### src/pkt_pkg.sv
// ~~~~~~~~~~~~~~~~~~~~~~~~~~~~~~~~~~~~~~~~~~~~~~~~~~~~~~~~~
// Packet front end shared definitions
// Widths, format constants, state enum and bundled signals
// ~~~~~~~~~~~~~~~~~~~~~~~~~~~~~~~~~~~~~~~~~~~~~~~~~~~~~~~~~
`default_nettype none

package pkt_pkg;

  typedef logic [7:0]  byte_t;
  typedef logic [15:0] word16_t;
  typedef logic [7:0]  pkt_type_t;
  typedef logic [2:0]  hdr_idx_t;

  // Packet format
  localparam byte_t     PKT_VERSION  = 8'd2;
  localparam pkt_type_t PKT_TYPE_MIN = 8'd1;
  localparam pkt_type_t PKT_TYPE_MAX = 8'd4;
  localparam int        HDR_LEN      = 6;

  // Buffering and timing
  localparam int FIFO_DEPTH   = 64;
  localparam int FIFO_AW      = $clog2(FIFO_DEPTH);
  localparam int IDLE_DELAY   = 6;
  localparam int REPORT_WORDS = 4;
  localparam int REPORT_IW    = $clog2(REPORT_WORDS);

  typedef struct packed {
    byte_t data;
    logic  last;
  } fifo_entry_t;

  // One popped byte with its position in the packet
  typedef struct packed {
    byte_t    data;
    logic     valid;
    logic     in_hdr;
    hdr_idx_t idx;
    logic     is_end;
  } in_byte_t;

  typedef struct packed {
    logic version;
    logic pkt_type;
    logic length;
    logic checksum;
  } pkt_err_t;

  typedef struct packed {
    byte_t     version;
    pkt_type_t pkt_type;
    word16_t   id;
    word16_t   length;
  } pkt_hdr_t;

  typedef enum logic [1:0] {HEADER, BODY, DECIDE, REPORT} ctrl_state_t;

endpackage

`default_nettype wire
### src/pkt_comm_top.sv
// ~~~~~~~~~~~~~~~~~~~~~~~~~~~~~~~~~~~~~~~~~~~~~~~~~~~~~~~~~
// Packet front end top, 8-bit stream in and report stream out
// ~~~~~~~~~~~~~~~~~~~~~~~~~~~~~~~~~~~~~~~~~~~~~~~~~~~~~~~~~
`default_nettype none

module pkt_comm_top (
  input  wire                  CLK,
  input  wire                  RSTN,
  input  wire pkt_pkg::byte_t  s_tdata,
  input  wire                  s_tvalid,
  input  wire                  s_tlast,
  output logic                 s_tready,
  output pkt_pkg::byte_t       m_tdata,
  output logic                 m_tvalid,
  output logic                 m_tlast,
  input  wire                  m_tready,
  output pkt_pkg::pkt_err_t    pkt_comm_status,
  output logic                 error_o,
  output logic                 idle
);

  pkt_pkg::fifo_entry_t entry;
  pkt_pkg::in_byte_t    in_byte;
  pkt_pkg::pkt_err_t    errs;
  pkt_pkg::pkt_hdr_t    hdr;
  pkt_pkg::word16_t     pay_sum;
  pkt_pkg::word16_t     word;
  logic                 empty;
  logic                 pop;
  logic                 report_start;
  logic                 report_busy;
  logic                 err_strobe;
  logic                 ctrl_idle;
  logic                 word_valid;
  logic                 word_last;
  logic                 word_take;

  byte_fifo byte_fifo_inst (
    .CLK, .RSTN, .s_tdata, .s_tvalid, .s_tlast, .s_tready,
    .entry, .empty, .pop
  );

  inpkt_ctrl inpkt_ctrl_inst (
    .CLK, .RSTN, .entry, .empty, .pop, .in_byte, .errs,
    .report_start, .report_busy, .err_strobe, .ctrl_idle
  );

  inpkt_fields inpkt_fields_inst (
    .CLK, .RSTN, .in_byte, .hdr, .pay_sum, .errs
  );

  outpkt_report outpkt_report_inst (
    .CLK, .RSTN, .report_start, .hdr, .pay_sum,
    .word, .word_valid, .word_last, .word_take, .report_busy
  );

  word_to_axis8 word_to_axis8_inst (
    .CLK, .RSTN, .word, .word_valid, .word_last, .word_take,
    .m_tdata, .m_tvalid, .m_tlast, .m_tready
  );

  status_regs status_regs_inst (
    .CLK, .RSTN, .errs, .err_strobe, .ctrl_idle, .report_busy, .s_tvalid,
    .pkt_comm_status, .error_o, .idle
  );

endmodule

`default_nettype wire

### src/status_regs.sv
// ~~~~~~~~~~~~~~~~~~~~~~~~~~~~~~~~~~~~~~~~~~~~~~~~~~~~~~~~~
// Sticky packet error status, error flag and delayed idle
// ~~~~~~~~~~~~~~~~~~~~~~~~~~~~~~~~~~~~~~~~~~~~~~~~~~~~~~~~~
`default_nettype none

module status_regs (
  input  wire                    CLK,
  input  wire                    RSTN,
  input  wire pkt_pkg::pkt_err_t errs,
  input  wire                    err_strobe,
  input  wire                    ctrl_idle,
  input  wire                    report_busy,
  input  wire                    s_tvalid,
  output pkt_pkg::pkt_err_t      pkt_comm_status,
  output logic                   error_o,
  output logic                   idle
);

  pkt_pkg::pkt_err_t               sticky;
  logic [pkt_pkg::IDLE_DELAY-1:0]  idle_sr;
  logic                            idle_in;

  assign pkt_comm_status = sticky;
  assign error_o         = |sticky;

  // Nothing buffered, nothing reporting, nothing arriving
  assign idle_in = ctrl_idle && !report_busy && !s_tvalid;
  assign idle    = idle_sr[pkt_pkg::IDLE_DELAY-1];

  always_ff @(posedge CLK or negedge RSTN) begin
    if (!RSTN) begin
      sticky  <= '0;
      idle_sr <= '1;
    end else begin
      if (err_strobe)
        sticky <= sticky | errs;
      idle_sr <= {idle_sr[pkt_pkg::IDLE_DELAY-2:0], idle_in};
    end
  end

endmodule

`default_nettype wire

### src/word_to_axis8.sv
// ~~~~~~~~~~~~~~~~~~~~~~~~~~~~~~~~~~~~~~~~~~~~~~~~~~~~~~~~~
// 16-to-8 serializer onto the output stream, low byte first
// ~~~~~~~~~~~~~~~~~~~~~~~~~~~~~~~~~~~~~~~~~~~~~~~~~~~~~~~~~
`default_nettype none

module word_to_axis8 (
  input  wire                   CLK,
  input  wire                   RSTN,
  input  wire pkt_pkg::word16_t word,
  input  wire                   word_valid,
  input  wire                   word_last,
  output logic                  word_take,
  output pkt_pkg::byte_t        m_tdata,
  output logic                  m_tvalid,
  output logic                  m_tlast,
  input  wire                   m_tready
);

  pkt_pkg::word16_t shreg;
  logic             last_q;
  logic             pending;
  logic             phase;   // 0 low byte, 1 high byte

  // New word only once both bytes have left
  assign word_take = word_valid && !pending;

  assign m_tdata  = phase ? shreg[15:8] : shreg[7:0];
  assign m_tvalid = pending;
  assign m_tlast  = pending && phase && last_q;

  always_ff @(posedge CLK or negedge RSTN) begin
    if (!RSTN) begin
      pending <= 1'b0;
      phase   <= 1'b0;
      last_q  <= 1'b0;
    end else if (word_take) begin
      pending <= 1'b1;
      phase   <= 1'b0;
      last_q  <= word_last;
    end else if (pending && m_tready) begin
      if (phase)
        pending <= 1'b0;
      phase <= ~phase;
    end
  end

  always_ff @(posedge CLK) begin
    if (word_take)
      shreg <= word;
  end

endmodule

`default_nettype wire

### src/outpkt_report.sv
// ~~~~~~~~~~~~~~~~~~~~~~~~~~~~~~~~~~~~~~~~~~~~~~~~~~~~~~~~~
// Report word holder, hands out four 16-bit words in order
// ~~~~~~~~~~~~~~~~~~~~~~~~~~~~~~~~~~~~~~~~~~~~~~~~~~~~~~~~~
`default_nettype none

module outpkt_report (
  input  wire                    CLK,
  input  wire                    RSTN,
  input  wire                    report_start,
  input  wire pkt_pkg::pkt_hdr_t hdr,
  input  wire pkt_pkg::word16_t  pay_sum,
  output pkt_pkg::word16_t       word,
  output logic                   word_valid,
  output logic                   word_last,
  input  wire                    word_take,
  output logic                   report_busy
);

  pkt_pkg::word16_t                words [pkt_pkg::REPORT_WORDS];
  logic [pkt_pkg::REPORT_IW-1:0]   idx;
  logic                            busy;

  assign word        = words[idx];
  assign word_valid  = busy;
  assign word_last   = busy && (idx == pkt_pkg::REPORT_IW'(pkt_pkg::REPORT_WORDS - 1));
  assign report_busy = busy;

  // Version and type share the first word
  always_ff @(posedge CLK) begin
    if (report_start) begin
      words[0] <= {hdr.version, hdr.pkt_type};
      words[1] <= hdr.id;
      words[2] <= hdr.length;
      words[3] <= pay_sum;
    end
  end

  always_ff @(posedge CLK or negedge RSTN) begin
    if (!RSTN) begin
      busy <= 1'b0;
      idx  <= '0;
    end else if (report_start) begin
      busy <= 1'b1;
      idx  <= '0;
    end else if (busy && word_take) begin
      busy <= !word_last;
      idx  <= word_last ? '0 : idx + 1'b1;
    end
  end

endmodule

`default_nettype wire

### src/inpkt_fields.sv
// ~~~~~~~~~~~~~~~~~~~~~~~~~~~~~~~~~~~~~~~~~~~~~~~~~~~~~~~~~
// Header capture and packet checks
// XOR checksum, payload sum and body length tracking
// ~~~~~~~~~~~~~~~~~~~~~~~~~~~~~~~~~~~~~~~~~~~~~~~~~~~~~~~~~
`default_nettype none

module inpkt_fields (
  input  wire                    CLK,
  input  wire                    RSTN,
  input  wire pkt_pkg::in_byte_t in_byte,
  output pkt_pkg::pkt_hdr_t      hdr,
  output pkt_pkg::word16_t       pay_sum,
  output pkt_pkg::pkt_err_t      errs
);

  pkt_pkg::byte_t    xor_acc;
  pkt_pkg::byte_t    xor_next;
  pkt_pkg::word16_t  body_cnt;
  pkt_pkg::pkt_err_t chk;
  logic              first;
  logic              body_byte;

  assign first     = in_byte.in_hdr && (in_byte.idx == '0);
  assign body_byte = !in_byte.in_hdr && !in_byte.is_end;
  assign xor_next  = first ? in_byte.data : (xor_acc ^ in_byte.data);

  // Checks applied when the end byte arrives
  always_comb begin
    chk.version  = (hdr.version != pkt_pkg::PKT_VERSION);
    chk.pkt_type = (hdr.pkt_type < pkt_pkg::PKT_TYPE_MIN) ||
                   (hdr.pkt_type > pkt_pkg::PKT_TYPE_MAX);
    chk.length   = in_byte.in_hdr || (body_cnt != hdr.length);
    chk.checksum = (xor_next != '0);
  end

  always_ff @(posedge CLK or negedge RSTN) begin
    if (!RSTN) begin
      xor_acc  <= '0;
      body_cnt <= '0;
      errs     <= '0;
    end else if (in_byte.valid) begin
      xor_acc <= xor_next;
      if (first) begin
        body_cnt <= '0;
        errs     <= '0;
      end else if (body_byte) begin
        body_cnt <= body_cnt + 1'b1;
      end
      if (in_byte.is_end)
        errs <= chk;
    end
  end

  always_ff @(posedge CLK) begin
    if (in_byte.valid) begin
      if (first)
        pay_sum <= '0;
      else if (body_byte)
        pay_sum <= pay_sum + {8'h00, in_byte.data};
      if (in_byte.in_hdr && !in_byte.is_end) begin
        case (in_byte.idx)
          3'd0:    hdr.version      <= in_byte.data;
          3'd1:    hdr.pkt_type     <= in_byte.data;
          3'd2:    hdr.id[7:0]      <= in_byte.data;
          3'd3:    hdr.id[15:8]     <= in_byte.data;
          3'd4:    hdr.length[7:0]  <= in_byte.data;
          3'd5:    hdr.length[15:8] <= in_byte.data;
          default: ;
        endcase
      end
    end
  end

endmodule

`default_nettype wire

### src/inpkt_ctrl.sv
// ~~~~~~~~~~~~~~~~~~~~~~~~~~~~~~~~~~~~~~~~~~~~~~~~~~~~~~~~~
// Inbound packet control FSM
// Pops bytes, tracks header/body phase and starts reports
// ~~~~~~~~~~~~~~~~~~~~~~~~~~~~~~~~~~~~~~~~~~~~~~~~~~~~~~~~~
`default_nettype none

module inpkt_ctrl (
  input  wire                       CLK,
  input  wire                       RSTN,
  input  wire pkt_pkg::fifo_entry_t entry,
  input  wire                       empty,
  output logic                      pop,
  output pkt_pkg::in_byte_t         in_byte,
  input  wire pkt_pkg::pkt_err_t    errs,
  output logic                      report_start,
  input  wire                       report_busy,
  output logic                      err_strobe,
  output logic                      ctrl_idle
);

  pkt_pkg::ctrl_state_t state;
  pkt_pkg::hdr_idx_t    idx;
  logic                 any_err;
  logic                 hdr_done;

  assign any_err  = |errs;
  assign hdr_done = (idx == pkt_pkg::hdr_idx_t'(pkt_pkg::HDR_LEN - 1));

  // Pull bytes only while walking a packet
  assign pop = ~empty && (state == pkt_pkg::HEADER || state == pkt_pkg::BODY);

  always_comb begin
    in_byte.data   = entry.data;
    in_byte.valid  = pop;
    in_byte.in_hdr = (state == pkt_pkg::HEADER);
    in_byte.idx    = idx;
    in_byte.is_end = entry.last;
  end

  // Errors are settled by the time DECIDE is reached
  assign err_strobe   = (state == pkt_pkg::DECIDE);
  assign report_start = (state == pkt_pkg::DECIDE) && !any_err;
  assign ctrl_idle    = (state == pkt_pkg::HEADER) && (idx == '0) && empty;

  always_ff @(posedge CLK or negedge RSTN) begin
    if (!RSTN) begin
      state <= pkt_pkg::HEADER;
      idx   <= '0;
    end else begin
      case (state)
        pkt_pkg::HEADER: begin
          if (pop) begin
            if (entry.last) begin
              // Short packet, fields flag the length
              state <= pkt_pkg::DECIDE;
              idx   <= '0;
            end else if (hdr_done) begin
              state <= pkt_pkg::BODY;
              idx   <= '0;
            end else begin
              idx <= idx + 1'b1;
            end
          end
        end
        pkt_pkg::BODY: begin
          if (pop && entry.last)
            state <= pkt_pkg::DECIDE;
        end
        pkt_pkg::DECIDE: begin
          state <= any_err ? pkt_pkg::HEADER : pkt_pkg::REPORT;
        end
        pkt_pkg::REPORT: begin
          // Input stays parked until the report words are handed out
          if (!report_busy)
            state <= pkt_pkg::HEADER;
        end
        default: begin
          state <= pkt_pkg::HEADER;
        end
      endcase
    end
  end

endmodule

`default_nettype wire

### src/byte_fifo.sv
// ~~~~~~~~~~~~~~~~~~~~~~~~~~~~~~~~~~~~~~~~~~~~~~~~~~~~~~~~~
// Inbound byte FIFO, stores each byte with its last flag
// ~~~~~~~~~~~~~~~~~~~~~~~~~~~~~~~~~~~~~~~~~~~~~~~~~~~~~~~~~
`default_nettype none

module byte_fifo (
  input  wire                  CLK,
  input  wire                  RSTN,
  input  wire pkt_pkg::byte_t  s_tdata,
  input  wire                  s_tvalid,
  input  wire                  s_tlast,
  output logic                 s_tready,
  output pkt_pkg::fifo_entry_t entry,
  output logic                 empty,
  input  wire                  pop
);

  pkt_pkg::fifo_entry_t      mem [pkt_pkg::FIFO_DEPTH];
  logic [pkt_pkg::FIFO_AW:0] wr_ptr;
  logic [pkt_pkg::FIFO_AW:0] rd_ptr;
  logic                      full;
  logic                      ready_en;
  logic                      push;

  // Same slot but different wrap bit means full
  assign full     = (wr_ptr[pkt_pkg::FIFO_AW] != rd_ptr[pkt_pkg::FIFO_AW]) &&
                    (wr_ptr[pkt_pkg::FIFO_AW-1:0] == rd_ptr[pkt_pkg::FIFO_AW-1:0]);
  assign empty    = (wr_ptr == rd_ptr);
  assign s_tready = ready_en & ~full;
  assign push     = s_tvalid & s_tready;
  assign entry    = mem[rd_ptr[pkt_pkg::FIFO_AW-1:0]];

  always_ff @(posedge CLK or negedge RSTN) begin
    if (!RSTN) begin
      ready_en <= 1'b0;
      wr_ptr   <= '0;
      rd_ptr   <= '0;
    end else begin
      ready_en <= 1'b1;   // one quiet cycle out of reset
      if (push)
        wr_ptr <= wr_ptr + 1'b1;
      if (pop && !empty)
        rd_ptr <= rd_ptr + 1'b1;
    end
  end

  always_ff @(posedge CLK) begin
    if (push)
      mem[wr_ptr[pkt_pkg::FIFO_AW-1:0]] <= '{data: s_tdata, last: s_tlast};
  end

endmodule

`default_nettype wire

### config.mk
export PLATFORM = sky130hd
export DESIGN_NAME = pkt_comm_top
export DESIGN_NICKNAME = d
export VERILOG_FILES = /design/src/pkt_pkg.sv /design/src/pkt_comm_top.sv /design/src/status_regs.sv /design/src/word_to_axis8.sv /design/src/outpkt_report.sv /design/src/inpkt_fields.sv /design/src/inpkt_ctrl.sv /design/src/byte_fifo.sv
export SDC_FILE = /design/constraint.sdc
export NUM_CORES = 1
export LEC_CHECK = 0
export BUFFER_PORTS_ARGS = -buffer_cell sky130_fd_sc_hd__buf_4
export CAP_MARGIN = 20
export CORE_AREA = 4 4 259 261
export DETAILED_ROUTE_END_ITERATION = 10
export DIE_AREA = 0 0 263 265
export PLACE_DENSITY = 0.69
export SYNTH_ARGS = -nofsm -noshare
export SYNTH_HDL_FRONTEND = slang
export SYNTH_SLANG_ARGS = --single-unit
export TNS_END_PERCENT = 5
### constraint.sdc
create_clock -name CLK -period 4.8 [get_ports CLK]
set_input_delay 1.2 -clock CLK [delete_from_list [all_inputs] [get_ports CLK]]
set_output_delay 1.2 -clock CLK [all_outputs]
set_load 0.005 [all_outputs]
==> summary.md, run 1 <==
| Metric | Value |
|---|---|
| Outcome | finished, final reports clean |
| Layout Skew | 32.0 ps |
| Post-synthesis adder-cell area fraction | 0.592% |
| P_leak | 11.8 nW |
| Cells after Synth | 1598 |
| Share of layout cells above drive strength 1 | 25.8% |
| Starting density of the core | 47.8% |
| Commonest cells in the netlist | edfxtp_1 (720), mux4_2 (167), nor2_1 (114), nand2_1 (76), dfrtp_1 (58) |
| Worst Path Buf+Inv | 3 |
| WP data required | 5130 ps |
| Total length of routed wires | 71200 µm |
| TritonCTS Buffers | 80 |
| CTS tree | yes |
| Vias in the first global route | 16300 |
| Sequential cell area fraction in the yosys report | 75.3% |
| Initial DRC count | 1705 |
| Most frequent cell after synthesis | edfxtp_1 |
| Mux contribution to synthesized area | 13.8% |
| GPL Wtd Cong | 0.872 |
| PortBufs | 29 |
| Largest delay share family, worst path | compound AO/OA/AOI/OAI gates |
| Share of the synthesized area in the top cell type | 70.1% |
| Die area | 0.0697 mm² |
| Area growth syn-to-layout | 15.4% |
| FMAX | 221 MHz |
| NetSw | 7.07 mW |
| CTS Sinks | 784 |
| Hpwl dp | 45100 µm |
| Synth Area per Inst | 19.3 µm² |
| DP Area | 0.0328 mm² |
| Final setup violation count | 0 |
| Pwr dens | 630 mW/mm² |
| CTS root buffer | clkbuf_16 |
| Die Span X | 263 µm |
| First-pass GRT wire length | 107000 µm |
| Total power draw | 22.4 mW |
| Final Cycle Share | 94.4% |
| Final WS setup | 268 ps |
| Worst vdd ir | 0.386 mV |
| Hold Crit Class | flip-flop to flip-flop |
| WHS | 356 ps |
| Max_cap viols | 0 |
| Crit-path cells | buf_12, buf_4, mux2i_1, a221oi_1, a21oi_1, o2111ai_1, a32o_1, ha_1, fa_1, a21o_1, a21oi_1, o21bai_1, a21oi_1, o21bai_1, a21oi_1, buf_4, xor2_1, nor2_1 |
| GRT Overall Usage | 20.5% |
| # DRC | 0 |
| Post-synth ARST share | 8.16% |
| Synth warn | 0 |
| H-Tree Level Count | 3 |
| Antenna viol nets, final | 0 |
| Final Cell Area | 0.0356 mm² |
| Die H | 265 µm |
| Crit Path Category | flip-flop to flip-flop |
| Worst-Skew Late Latency | 630 ps |
| Largest net degree at the start of global routing | 65 |
| Seq pwr share | 39.7% |
| Post-Syn Area | 0.0308 mm² |
| Slew HR | 32.7% |
| Syn_nets | 1625 |
| Via count | 15900 |
| Most frequent CP cell | a21oi_1 |
| Part of the power in the clock network | 29.5% |
| Hold_buf cts | 0 |
| Gr ovfl total | 0 |
| Final #Nets | 1777 |
| Vias per inst | 5.96 |
| Pre-antenna DRT Iters | 6 |
| CP max-delay cell | dfrtp_4 |
| Pre-CTS setup slack | 257 ps |
| Ranking of synthesized cells by area | edfxtp_1 (70%), mux4_2 (12%), dfrtp_1 (4.7%) |
| CP max FO | 23 |
| Post-Synth Simple-Gate Area | 4.42% |
| Synth Register Bits | 784 |
| Worst-Margin Slew | 1010 ps |
| Ys flop type | edfxtp_1 |
| Initial antenna violation count | 0 |
| Arr. time, crit path | 4860 ps |
| Synth Area in Compound Gates | 2.76% |
| Hold Vio Cnt, Final | 0 |
| Internal | 15.3 mW |
| Crit start category | flip-flop |
| Ports | 30 |
| Leading area contributor after synthesis | edfxtp_1 |
| Sw Share | 31.5% |
| RSZ-0062 raised after global routing | false |
| Clock buffer depth | 3 |
| Crit-path max cell delay | 530 ps |
| DR WL/cell | 26.7 µm |
| Largest family of logic cells by synthesized area | multiplexers |
| Distinct cells, synth | 61 |
| Combinational power share | 30.8% |
| Diodes inserted | 0 |
| Shortest period the worst path allows | 4530 ps |
| Xor-xnor portion of the synthesized cell area | 1.76% |
| Max-slew violations | 0 |
| CTS clock-pin slew for the worst setup and hold paths | 60 ps |
| Critical Path Sink Type | flip-flop |
| Core area | 0.0645 mm² |
| # rows | 93 |
| EDFF count, synth | 720 |
| Setup Total Neg Slack | 0 ps |
## worst register-to-register path, stage by stage, from the launching register on
cell       delay [ps]
dfrtp_4           530
buf_12            260
buf_4             260
mux2i_1           290
a221oi_1          160
a21oi_1           140
o2111ai_1         170
a32o_1            380
ha_1              250
fa_1              400
a21o_1            200
a21oi_1           190
o21bai_1           90
a21oi_1           210
o21bai_1           90
a21oi_1           260
buf_4             170
xor2_1            130
nor2_1             50
## what timing repair did
action | CTS | global route
buffers inserted | 0 | 2
gates resized for setup | 0 | 2
endpoints found under the setup margin | 0 | 8
## path summary, 6_finish.rpt
kind,from,to,slack [ps],cells past startpoint
hold reg to reg,status_regs_inst.idle_sr[4],status_regs_inst.idle_sr[5],360,0
min in group asynchronous,RSTN,inpkt_fields_inst.errs[1],710,1
hold / removal,status_regs_inst.idle_sr[4],status_regs_inst.idle_sr[5],360,0
setup reg to reg,byte_fifo_inst.rd_ptr[0],inpkt_fields_inst.pay_sum[8],270,18
max in group asynchronous,RSTN,byte_fifo_inst.rd_ptr[0],3430,1
setup / recovery,byte_fifo_inst.rd_ptr[0],inpkt_fields_inst.pay_sum[8],270,18
## logic make-up (layout without fill, tap and decap cells)
group | count (synthesis) | count (layout)
multiplexers | 214 | 214
buffers and inverters | 95 | 308
XOR/XNOR | 62 | 62
AO/OA/AOI/OAI | 133 | 133
AND/OR/NAND/NOR | 295 | 295
flip-flops | 784 | 784
adder cells (fa/ha/maj) | 14 | 14
other | 1 | 1
## sequential cells by signal, summed over array words and instances (netlist names), 3 cells and up
name                              count
inpkt_fields_inst.xor_acc             8
outpkt_report_inst.words             64
byte_fifo_inst.wr_ptr                 7
status_regs_inst.idle_sr              6
inpkt_fields_inst.pay_sum            16
byte_fifo_inst.mem                  576
inpkt_fields_inst.body_cnt           16
inpkt_ctrl_inst.idx                   3
inpkt_fields_inst.errs                4
inpkt_fields_inst.hdr                48
byte_fifo_inst.rd_ptr                 7
word_to_axis8_inst.shreg             16
status_regs_inst.pkt_comm_status      4
## through the flow
stage	util (%)	instances
final	55.2	2666
after global routing	55.2	2666
after CTS	55.2	2664
after detailed placement	50.8	2521
after global placement	50.8	2520
after floorplan	-	1598
## final cells by class
class,count,area [µm²]
repair buffers,144,1190
fillers,4850,28900
inverters,21,78.8
clock inverters,53,693
multi-input cells,719,7210
well taps,855,1070
clock buffers,90,2110
flip-flops and latches,784,23200
## power groups by stage
stage	registers (mW)	clock network (mW)	logic (mW)
4_1_cts	8.91	6.71	6.87
5_1_grt	8.97	7.02	7.42
6_report	8.91	6.62	6.89
3_3_place_gp	9.04	0	6.64
2_1_floorplan	8.68	0	4.58
3_5_place_dp	9.05	0	6.83
## layout by cell type, fill, tap and decap left out, types with 13 or more instances in the layout
master	n
a21oi_1	33
buf_4	136
bufinv_16	16
clkbuf_16	82
clkinv_1	15
dfrtp_1	54
edfxtp_1	720
ha_1	13
inv_1	18
mux2_2	14
mux2i_1	33
mux4_2	167
nand2_1	76
nand3_1	18
nor2_1	114
o21ai_0	31
xnor2_1	31
xor2_1	31
## metal layers
layer	track usage [%]	up-vias	wire length, µm
met1	27.6	8305	27600
met2	34.5	702	35900
met3	3.92	157	5380
met5	0	-	0
li1	-	6727	-
met4	6.34	0	2310
Power figures use the tool's default switching activity.
==> run 2: changes to the inputs <==
- ABC_AREA: not set -> 1
- CORE_AREA: 4 4 259 261 -> 4 4 205 356
- DIE_AREA: 0 0 263 265 -> 0 0 209 360
==> summary.md, run 2 <==
| Metric | Value |
|---|---|
| Outcome | finished, final reports clean |
| Ports | 30 (unchanged) |
| Vias in the first global route | 21100 (+30%) |
| # DRC | 0 (unchanged) |
| Core area | 0.0698 mm² (+8.3%) |
| CTS tree | yes |
| Starting density of the core | 47.8% (-0.085 points) |
| Xor-xnor portion of the synthesized cell area | 0.893% (-0.87 points) |
| Filler cell count | 5969 (+23%) |
| Shortest period the worst path allows | 4240 ps (-287 ps) |
| Share of the synthesized area in the top cell type | 64.8% (-5.3 points) |
| Slew HR | 32.7% (about the same) |
| Synth warn | 0 (unchanged) |
| Mux contribution to synthesized area | 0% (-14 points) |
| Post-Syn Area | 0.0333 mm² (+8.1%) |
| Initial DRC count | 1961 (+15%) |
| Largest net degree at the start of global routing | 105 (+62%) |
| Pre-antenna DRT Iters | 5 (-1) |
| Setup crit end | inpkt_fields_inst.pay_sum[13] |
| CP max-delay cell | dfrtp_4 |
| CTS Sinks | 784 (unchanged) |
| Via count | 21500 (+35%) |
| Top layer in use | met4 |
| Share of layout cells above drive strength 1 | 7.65% (-18 points) |
| Setup Total Neg Slack | 0 ps (unchanged) |
| Ys flop type | edfxtp_1 |
| Final setup violation count | 0 (unchanged) |
| WP data required | 5170 ps (+40 ps) |
| CTS clock-pin slew for the worst setup and hold paths | 60 ps (about the same) |
| CP max FO | 61 (+170%) |
| FF-to-FF setup slack | 560 ps (+290 ps) |
| P_leak | 14.0 nW (+18%) |
| Critical Path Sink Type | flip-flop |
| Die Span X | 209 µm (-21%) |
| Clock buffer depth | 3 (unchanged) |
| RSZ-0062 raised after global routing | false |
| Die H | 360 µm (+36%) |
| Worst-Margin Slew | 1010 ps (+0.0885 ps) |
| Hpwl dp | 52200 µm (+16%) |
| Syn_nets | 3045 (+87%) |
| First-pass GRT wire length | 123000 µm (+15%) |
| Hold_buf cts | 0 (unchanged) |
| Synth Area in Compound Gates | 5.23% (+2.5 points) |
| Worst-Skew Late Latency | 610 ps (-20 ps) |
| Most frequent cell after synthesis | nand2_1 |
| Total power draw | 22.5 mW (+0.37%) |
| Crit start category | flip-flop |
| WL met2 | 43700 µm (+22%) |
| Gr ovfl total | 0 (unchanged) |
| Cells after Synth | 3018 (+89%) |
| DP Area | 0.0344 mm² (+5.1%) |
| EDFF count, synth | 720 (unchanged) |
| Commonest non-fill, non-tap cell in the layout | nand2_1 |
| Leading area contributor after synthesis | edfxtp_1 |
| Final Cell Area | 0.0367 mm² (+3.1%) |
| Post-Layout Cell Count | 4010 (+50%) |
| Worst vdd ir | 0.417 mV (+7.9%) |
| Final Cycle Share | 88.4% (-6.0 points) |
| Reg2Reg Depth | 26 (+8) |
| Vias per inst | 5.36 (-10%) |
| Largest family of logic cells by synthesized area | simple AND/OR/NAND/NOR gates |
| FMAX | 236 MHz (+6.8%) |
| Final #Nets | 3075 (+73%) |
| Placed insts | 3888 (+54%) |
| Initial antenna violation count | 0 (unchanged) |
| M1 WL | 28200 µm (+2.2%) |
| Post-synth ARST share | 8.16% (unchanged) |
| Pwr dens | 613 mW/mm² (-2.6%) |
| Met3 WL | 4050 µm (-25%) |
| PortBufs | 29 (unchanged) |
| Layout Skew | 24.7 ps (-7.32 ps) |
| GRT Overall Usage | 21.2% (+0.73 points) |
| Distinct cells, synth | 46 (-25%) |
| R2R Path Start | byte_fifo_inst.rd_ptr[0] |
| # rows | 128 (+38%) |
| GPL Wtd Cong | 0.872 (about the same) |
| Post-synthesis adder-cell area fraction | 0.548% (-0.045 points) |
| Max-slew violations | 0 (unchanged) |
| Commonest cells in the netlist | nand2_1 (765), edfxtp_1 (720), nor2_1 (388), inv_1 (264), nand3_1 (235) |
| CTS root buffer | clkbuf_16 |
| Sequential cell area fraction in the yosys report | 69.7% (-5.7 points) |
| Post-Synth Simple-Gate Area | 17.7% (+13 points) |
| TritonCTS Buffers | 68 (-15%) |
| Most frequent CP cell | nand2_1 |
| Total length of routed wires | 80900 µm (+14%) |
| Post-CTS Resized | 0 (unchanged) |
| Max_cap viols | 0 (unchanged) |
| Postcts setup bufs | 0 (unchanged) |
| Hold Crit Class | flip-flop to flip-flop |
| Diodes inserted | 0 (unchanged) |
| H-Tree Level Count | 3 (unchanged) |
| Arr. time, crit path | 4610 ps (-250 ps) |
| Antenna viol nets, final | 0 (unchanged) |
| Crit Path Category | flip-flop to flip-flop |
| Die area | 0.0752 mm² (+8.0%) |
| Max FFs per register | 576 (unchanged) |
| Synth Register Bits | 784 (unchanged) |
| WHS | 356 ps (+0.00300 ps) |
| Synth Area per Inst | 11.0 µm² (-43%) |
| Commonest non-fill, non-tap cells in the layout | nand2_1 (765), edfxtp_1 (720), nor2_1 (388) |
| Area growth syn-to-layout | 10.0% |
| DR WL/cell | 20.2 µm (-24%) |
| Ranking of synthesized cells by area | edfxtp_1 (65%), nand2_1 (8.6%), nor2_1 (4.4%) |
| CP startpoint | byte_fifo_inst.rd_ptr[0] |
| Crit-path max cell delay | 600 ps (+70 ps) |
| Hold Vio Cnt, Final | 0 (unchanged) |
| Reg-to-Reg End | inpkt_fields_inst.pay_sum[13] |
| Worst hold start | status_regs_inst.idle_sr[3] |
[run 2: cell count changes after synthesis, moves of 167 or more]
cell / delta
nand2_1: +689
o21ai_0: +169
inv_1: +246
mux4_2: -167
nand3_1: +217
nor2_1: +274
[run 2: cells by family after synthesis]
logic type	after synthesis
AO/OA/AOI/OAI	323
adder cells (fa/ha/maj)	14
buffers and inverters	409
XOR/XNOR	34
flip-flops	784
other	1
AND/OR/NAND/NOR	1453
[run 2: critical path, delay by kind of cell (launching register included)]
kind / cells / cell delay (ps)
AND/OR/NAND/NOR: 17 / 1390
buffers and inverters: 5 / 920
AO/OA/AOI/OAI: 3 / 720
flip-flops: 1 / 600
adder cells (fa/ha/maj): 1 / 330
[run 2: how the worst min path moves through the flow]
stage / to / slack (ps) / cells after the start
2_1_floorplan: status_regs_inst.idle_sr[1] / 350 / 0
3_3_place_gp: status_regs_inst.idle_sr[5] / 350 / 0
3_5_place_dp: status_regs_inst.idle_sr[3] / 350 / 0
4_1_cts: status_regs_inst.idle_sr[3] / 350 / 0
5_1_grt: status_regs_inst.idle_sr[1] / 360 / 0
6_report: status_regs_inst.idle_sr[4] / 360 / 0
[run 2: power breakdown]
group | internal (mW) | switching, mW | leakage, nW
sequential | 8.31 | 0.399 | 7.27
clock | 3.18 | 2.40 | 1.09
combinational | 2.43 | 5.77 | 5.62
[run 2: metrics by stage]
stage          setup slack, ps  util (%)
3_5_place_dp               583      49.3
6_report                   555      52.5
3_3_place_gp               618      49.3
5_1_grt                    111      52.5
2_1_floorplan             1420         -
4_1_cts                    561      52.5
[run 2: final cells by class]
cell class	instances	area (µm²)	area share, %
clock buffers	87	1860	5.06
clock inverters	35	385	1.05
inverters	272	1030	2.81
multi-input cells	1825	8140	22.2
flip-flops and latches	784	23200	63.3
well taps	910	1140	3.10
repair buffers	97	891	2.43
[run 2: layer usage]
metal / GRT usage [%] / up-vias
met5: 0 / -
met2: 39.7 / 713
met4: 11.8 / 0
li1: - / 10200
met1: 23.3 / 10300
met3: 2.31 / 219
==> run 3: changes to the inputs <==
- CELL_PAD_IN_SITES_DETAIL_PLACEMENT: not set -> 1
- CELL_PAD_IN_SITES_GLOBAL_PLACEMENT: not set -> 1
- CORE_AREA: 4 4 205 356 -> 2 2 207 362
- DIE_AREA: 0 0 209 360 -> 0 0 209 364
- PLACE_DENSITY: 0.69 -> 0.79
==> summary.md, run 3 (synthesis gave the netlist of run 2 again) <==
| Metric | Value |
|---|---|
| H-Tree Level Count | 3 (unchanged) |
| Pre-antenna DRT Iters | 5 (unchanged) |
| Placed insts | 3902 (+0.36%) |
| CTS clock-pin slew for the worst setup and hold paths | 70 ps (about the same) |
| NetSw | 9.47 mW (+10%) |
| Filler cell count | 7815 (+31%) |
| Pwr dens | 642 mW/mm² (+4.7%) |
| Vias in the first global route | 25300 (+20%) |
| WP data required | 5190 ps (+20 ps) |
| Final setup violation count | 0 (unchanged) |
| DR WL/cell | 24.9 µm (+23%) |
| # DRC | 0 (unchanged) |
| First-pass GRT wire length | 151000 µm (+22%) |
| Crit-path cells | inv_4, buf_12, buf_4, nor2_1, o21ai_0, nand2_1, nand2_1, nand2_1, nor2_1, nand2_1, nand3_2, nand2_2, fa_1, nand3_1, a21oi_1, o21a_1, o21ai_0, nand2_1, nand2_1, nor2_1, nand2_1, inv_1, a21oi_1, nor2_1 |
| Sw Share | 40.0% (+1.9 points) |
| Post-Layout Cell Count | 4035 (+0.62%) |
| CP max-delay cell | dfrtp_4 |
| Total length of routed wires | 101000 µm (+24%) |
| Via count | 22900 (+6.5%) |
| Shortest period the worst path allows | 4660 ps (+419 ps) |
| Commonest non-fill, non-tap cell in the layout | nand2_1 |
| Hold Vio Cnt, Final | 0 (unchanged) |
| CTS Sinks | 784 (unchanged) |
| Initial antenna violation count | 0 (unchanged) |
| Ports | 30 (unchanged) |
| Crit path depth | 24 (-7.7%) |
| Final #Nets | 3069 (-0.20%) |
| Outcome | finished, final reports clean |
| Reg2Reg Depth | 24 (-7.7%) |
| Share of layout cells above drive strength 1 | 7.36% (-0.28 points) |
| Final Cell Area | 0.0368 mm² (+0.33%) |
| Die H | 364 µm (+1.1%) |
| Final Cycle Share | 97.2% (+8.7 points) |
| Area growth syn-to-layout | 10.4% |
| P_leak | 14.0 nW (about the same) |
| Worst-Skew Late Latency | 650 ps (+40 ps) |
| Starting density of the core | 45.4% (-2.4 points) |
| Multi-input gate area | 0.00815 mm² (about the same) |
| Die area | 0.0761 mm² (+1.1%) |
| Seq pwr share | 37.2% (-1.5 points) |
| Gr ovfl total | 0 (unchanged) |
| Crit start category | flip-flop |
| Arr. time, crit path | 5060 ps (+450 ps) |
| Internal | 14.2 mW (+1.8%) |
| Largest net degree at the start of global routing | 100 (-4.8%) |
| Worst Path Buf+Inv | 4 (-1) |
| Critical Path Sink Type | flip-flop |
| CTS tree | yes |
| TritonCTS Buffers | 72 (+5.9%) |
| Layout Skew | 32.6 ps (+7.88 ps) |
| Largest delay share family, worst path | simple AND/OR/NAND/NOR gates |
| Total power draw | 23.6 mW (+5.1%) |
| Hold path cells | 0 (unchanged) |
| Hpwl dp | 64700 µm (+24%) |
| Die Span X | 209 µm (unchanged) |
| Max_cap viols | 0 (unchanged) |
| Crit-path max cell delay | 610 ps (about the same) |
| Max-slew violations | 0 (unchanged) |
| Most frequent CP cell | nand2_1 |
| CTS root buffer | clkbuf_16 |
| WHS | 356 ps (-0.275 ps) |
| DP Area | 0.0343 mm² (-0.32%) |
| FMAX | 214 MHz (-9.0%) |
| Worst vdd ir | 0.421 mV (+0.91%) |
| Slew HR | 27.2% (-5.5 points) |
| Clock buffer depth | 3 (unchanged) |
| Hold_buf cts | 0 (unchanged) |
| # rows | 132 (+3.1%) |
| Antenna viol nets, final | 0 (unchanged) |
| Vias per inst | 5.68 (+5.8%) |
| PortBufs | 29 (unchanged) |
| Initial DRC count | 1901 (-3.1%) |
| GPL Wtd Cong | 0.861 (-1.3%) |
| GRT Overall Usage | 26.7% (+5.4 points) |
| Worst-Margin Slew | 1090 ps (+82.2 ps) |
| CP max FO | 57 (-6.6%) |
| Hold Crit Class | flip-flop to flip-flop |
| Part of the power in the clock network | 25.3% (+0.5 points) |
| Commonest non-fill, non-tap cells in the layout | nand2_1 (765), edfxtp_1 (720), nor2_1 (388) |
| Combinational power share | 37.5% (+1.0 points) |
| Core area | 0.0735 mm² (+5.3%) |
| Reg area | 0.0232 mm² (unchanged) |
| Max FFs per register | 576 (unchanged) |
| Util after Layout | 50.1% (-2.5 points) |
| Crit Path Category | flip-flop to flip-flop |
run 3: changes by cell type in the layout (fill, tap and decap cells not counted), sizes merged:
cell and change:
buf -10, bufinv +2, clkinvlp -2, diode +1
clkinv -4, clkbuf +8, inv +2
run 3: worst paths after layout:
kind	from	endpoint	slack, ps
min in group asynchronous	RSTN	inpkt_fields_inst.body_cnt[8]	660
worst max register to register	byte_fifo_inst.rd_ptr[1]	inpkt_fields_inst.pay_sum[12]	140
worst min-delay path	status_regs_inst.idle_sr[3]	status_regs_inst.idle_sr[4]	360
max in group asynchronous	RSTN	byte_fifo_inst.rd_ptr[0]	3390
worst max-delay path	byte_fifo_inst.rd_ptr[1]	inpkt_fields_inst.pay_sum[12]	140
worst min register to register	status_regs_inst.idle_sr[3]	status_regs_inst.idle_sr[4]	360
run 3: through the flow:
step	TNS, ps	setup WS [ps]
after global placement	0	594
after floorplan	0	1420
final	0	137
after CTS	0	166
after detailed placement	0	218
after global routing	-113	-58.8
run 3: repair_timing:
item / CTS / global route
cloned: 0 / 0
setup endpoints to repair: 1 / 4
setup buffers: 0 / 1
resized for setup: 1 / 2
run 3: power by group through the flow:
stage / Combinational [mW] / Clock [mW] / Sequential, mW
finish: 8.88 / 5.98 / 8.79
global route: 9.62 / 6.25 / 8.83
CTS: 8.68 / 6.05 / 8.83
detailed placement: 8.49 / 0 / 8.97
global placement: 7.97 / 0 / 8.91
floorplan: 5.72 / 0 / 8.65
run 3: layer usage:
layer	wire [µm]	track usage [%]	up-vias
li1	-	-	10200
met1	33200	26.6	11500
met2	54100	49.7	829
met3	4870	3.65	336
met4	8330	20.8	0
met5	0	0	-
run 3: final cells by class:
cell class / instances / share of cell area (%)
Antenna cell: 1 / 0.00680
Sequential cell: 784 / 63.1
Tap cell: 938 / 3.19
Multi-Input combinational cell: 1825 / 22.1
Clock inverter: 33 / 1.18
Inverter: 272 / 2.79
Timing Repair Buffer: 87 / 2.25
Clock buffer: 95 / 5.30
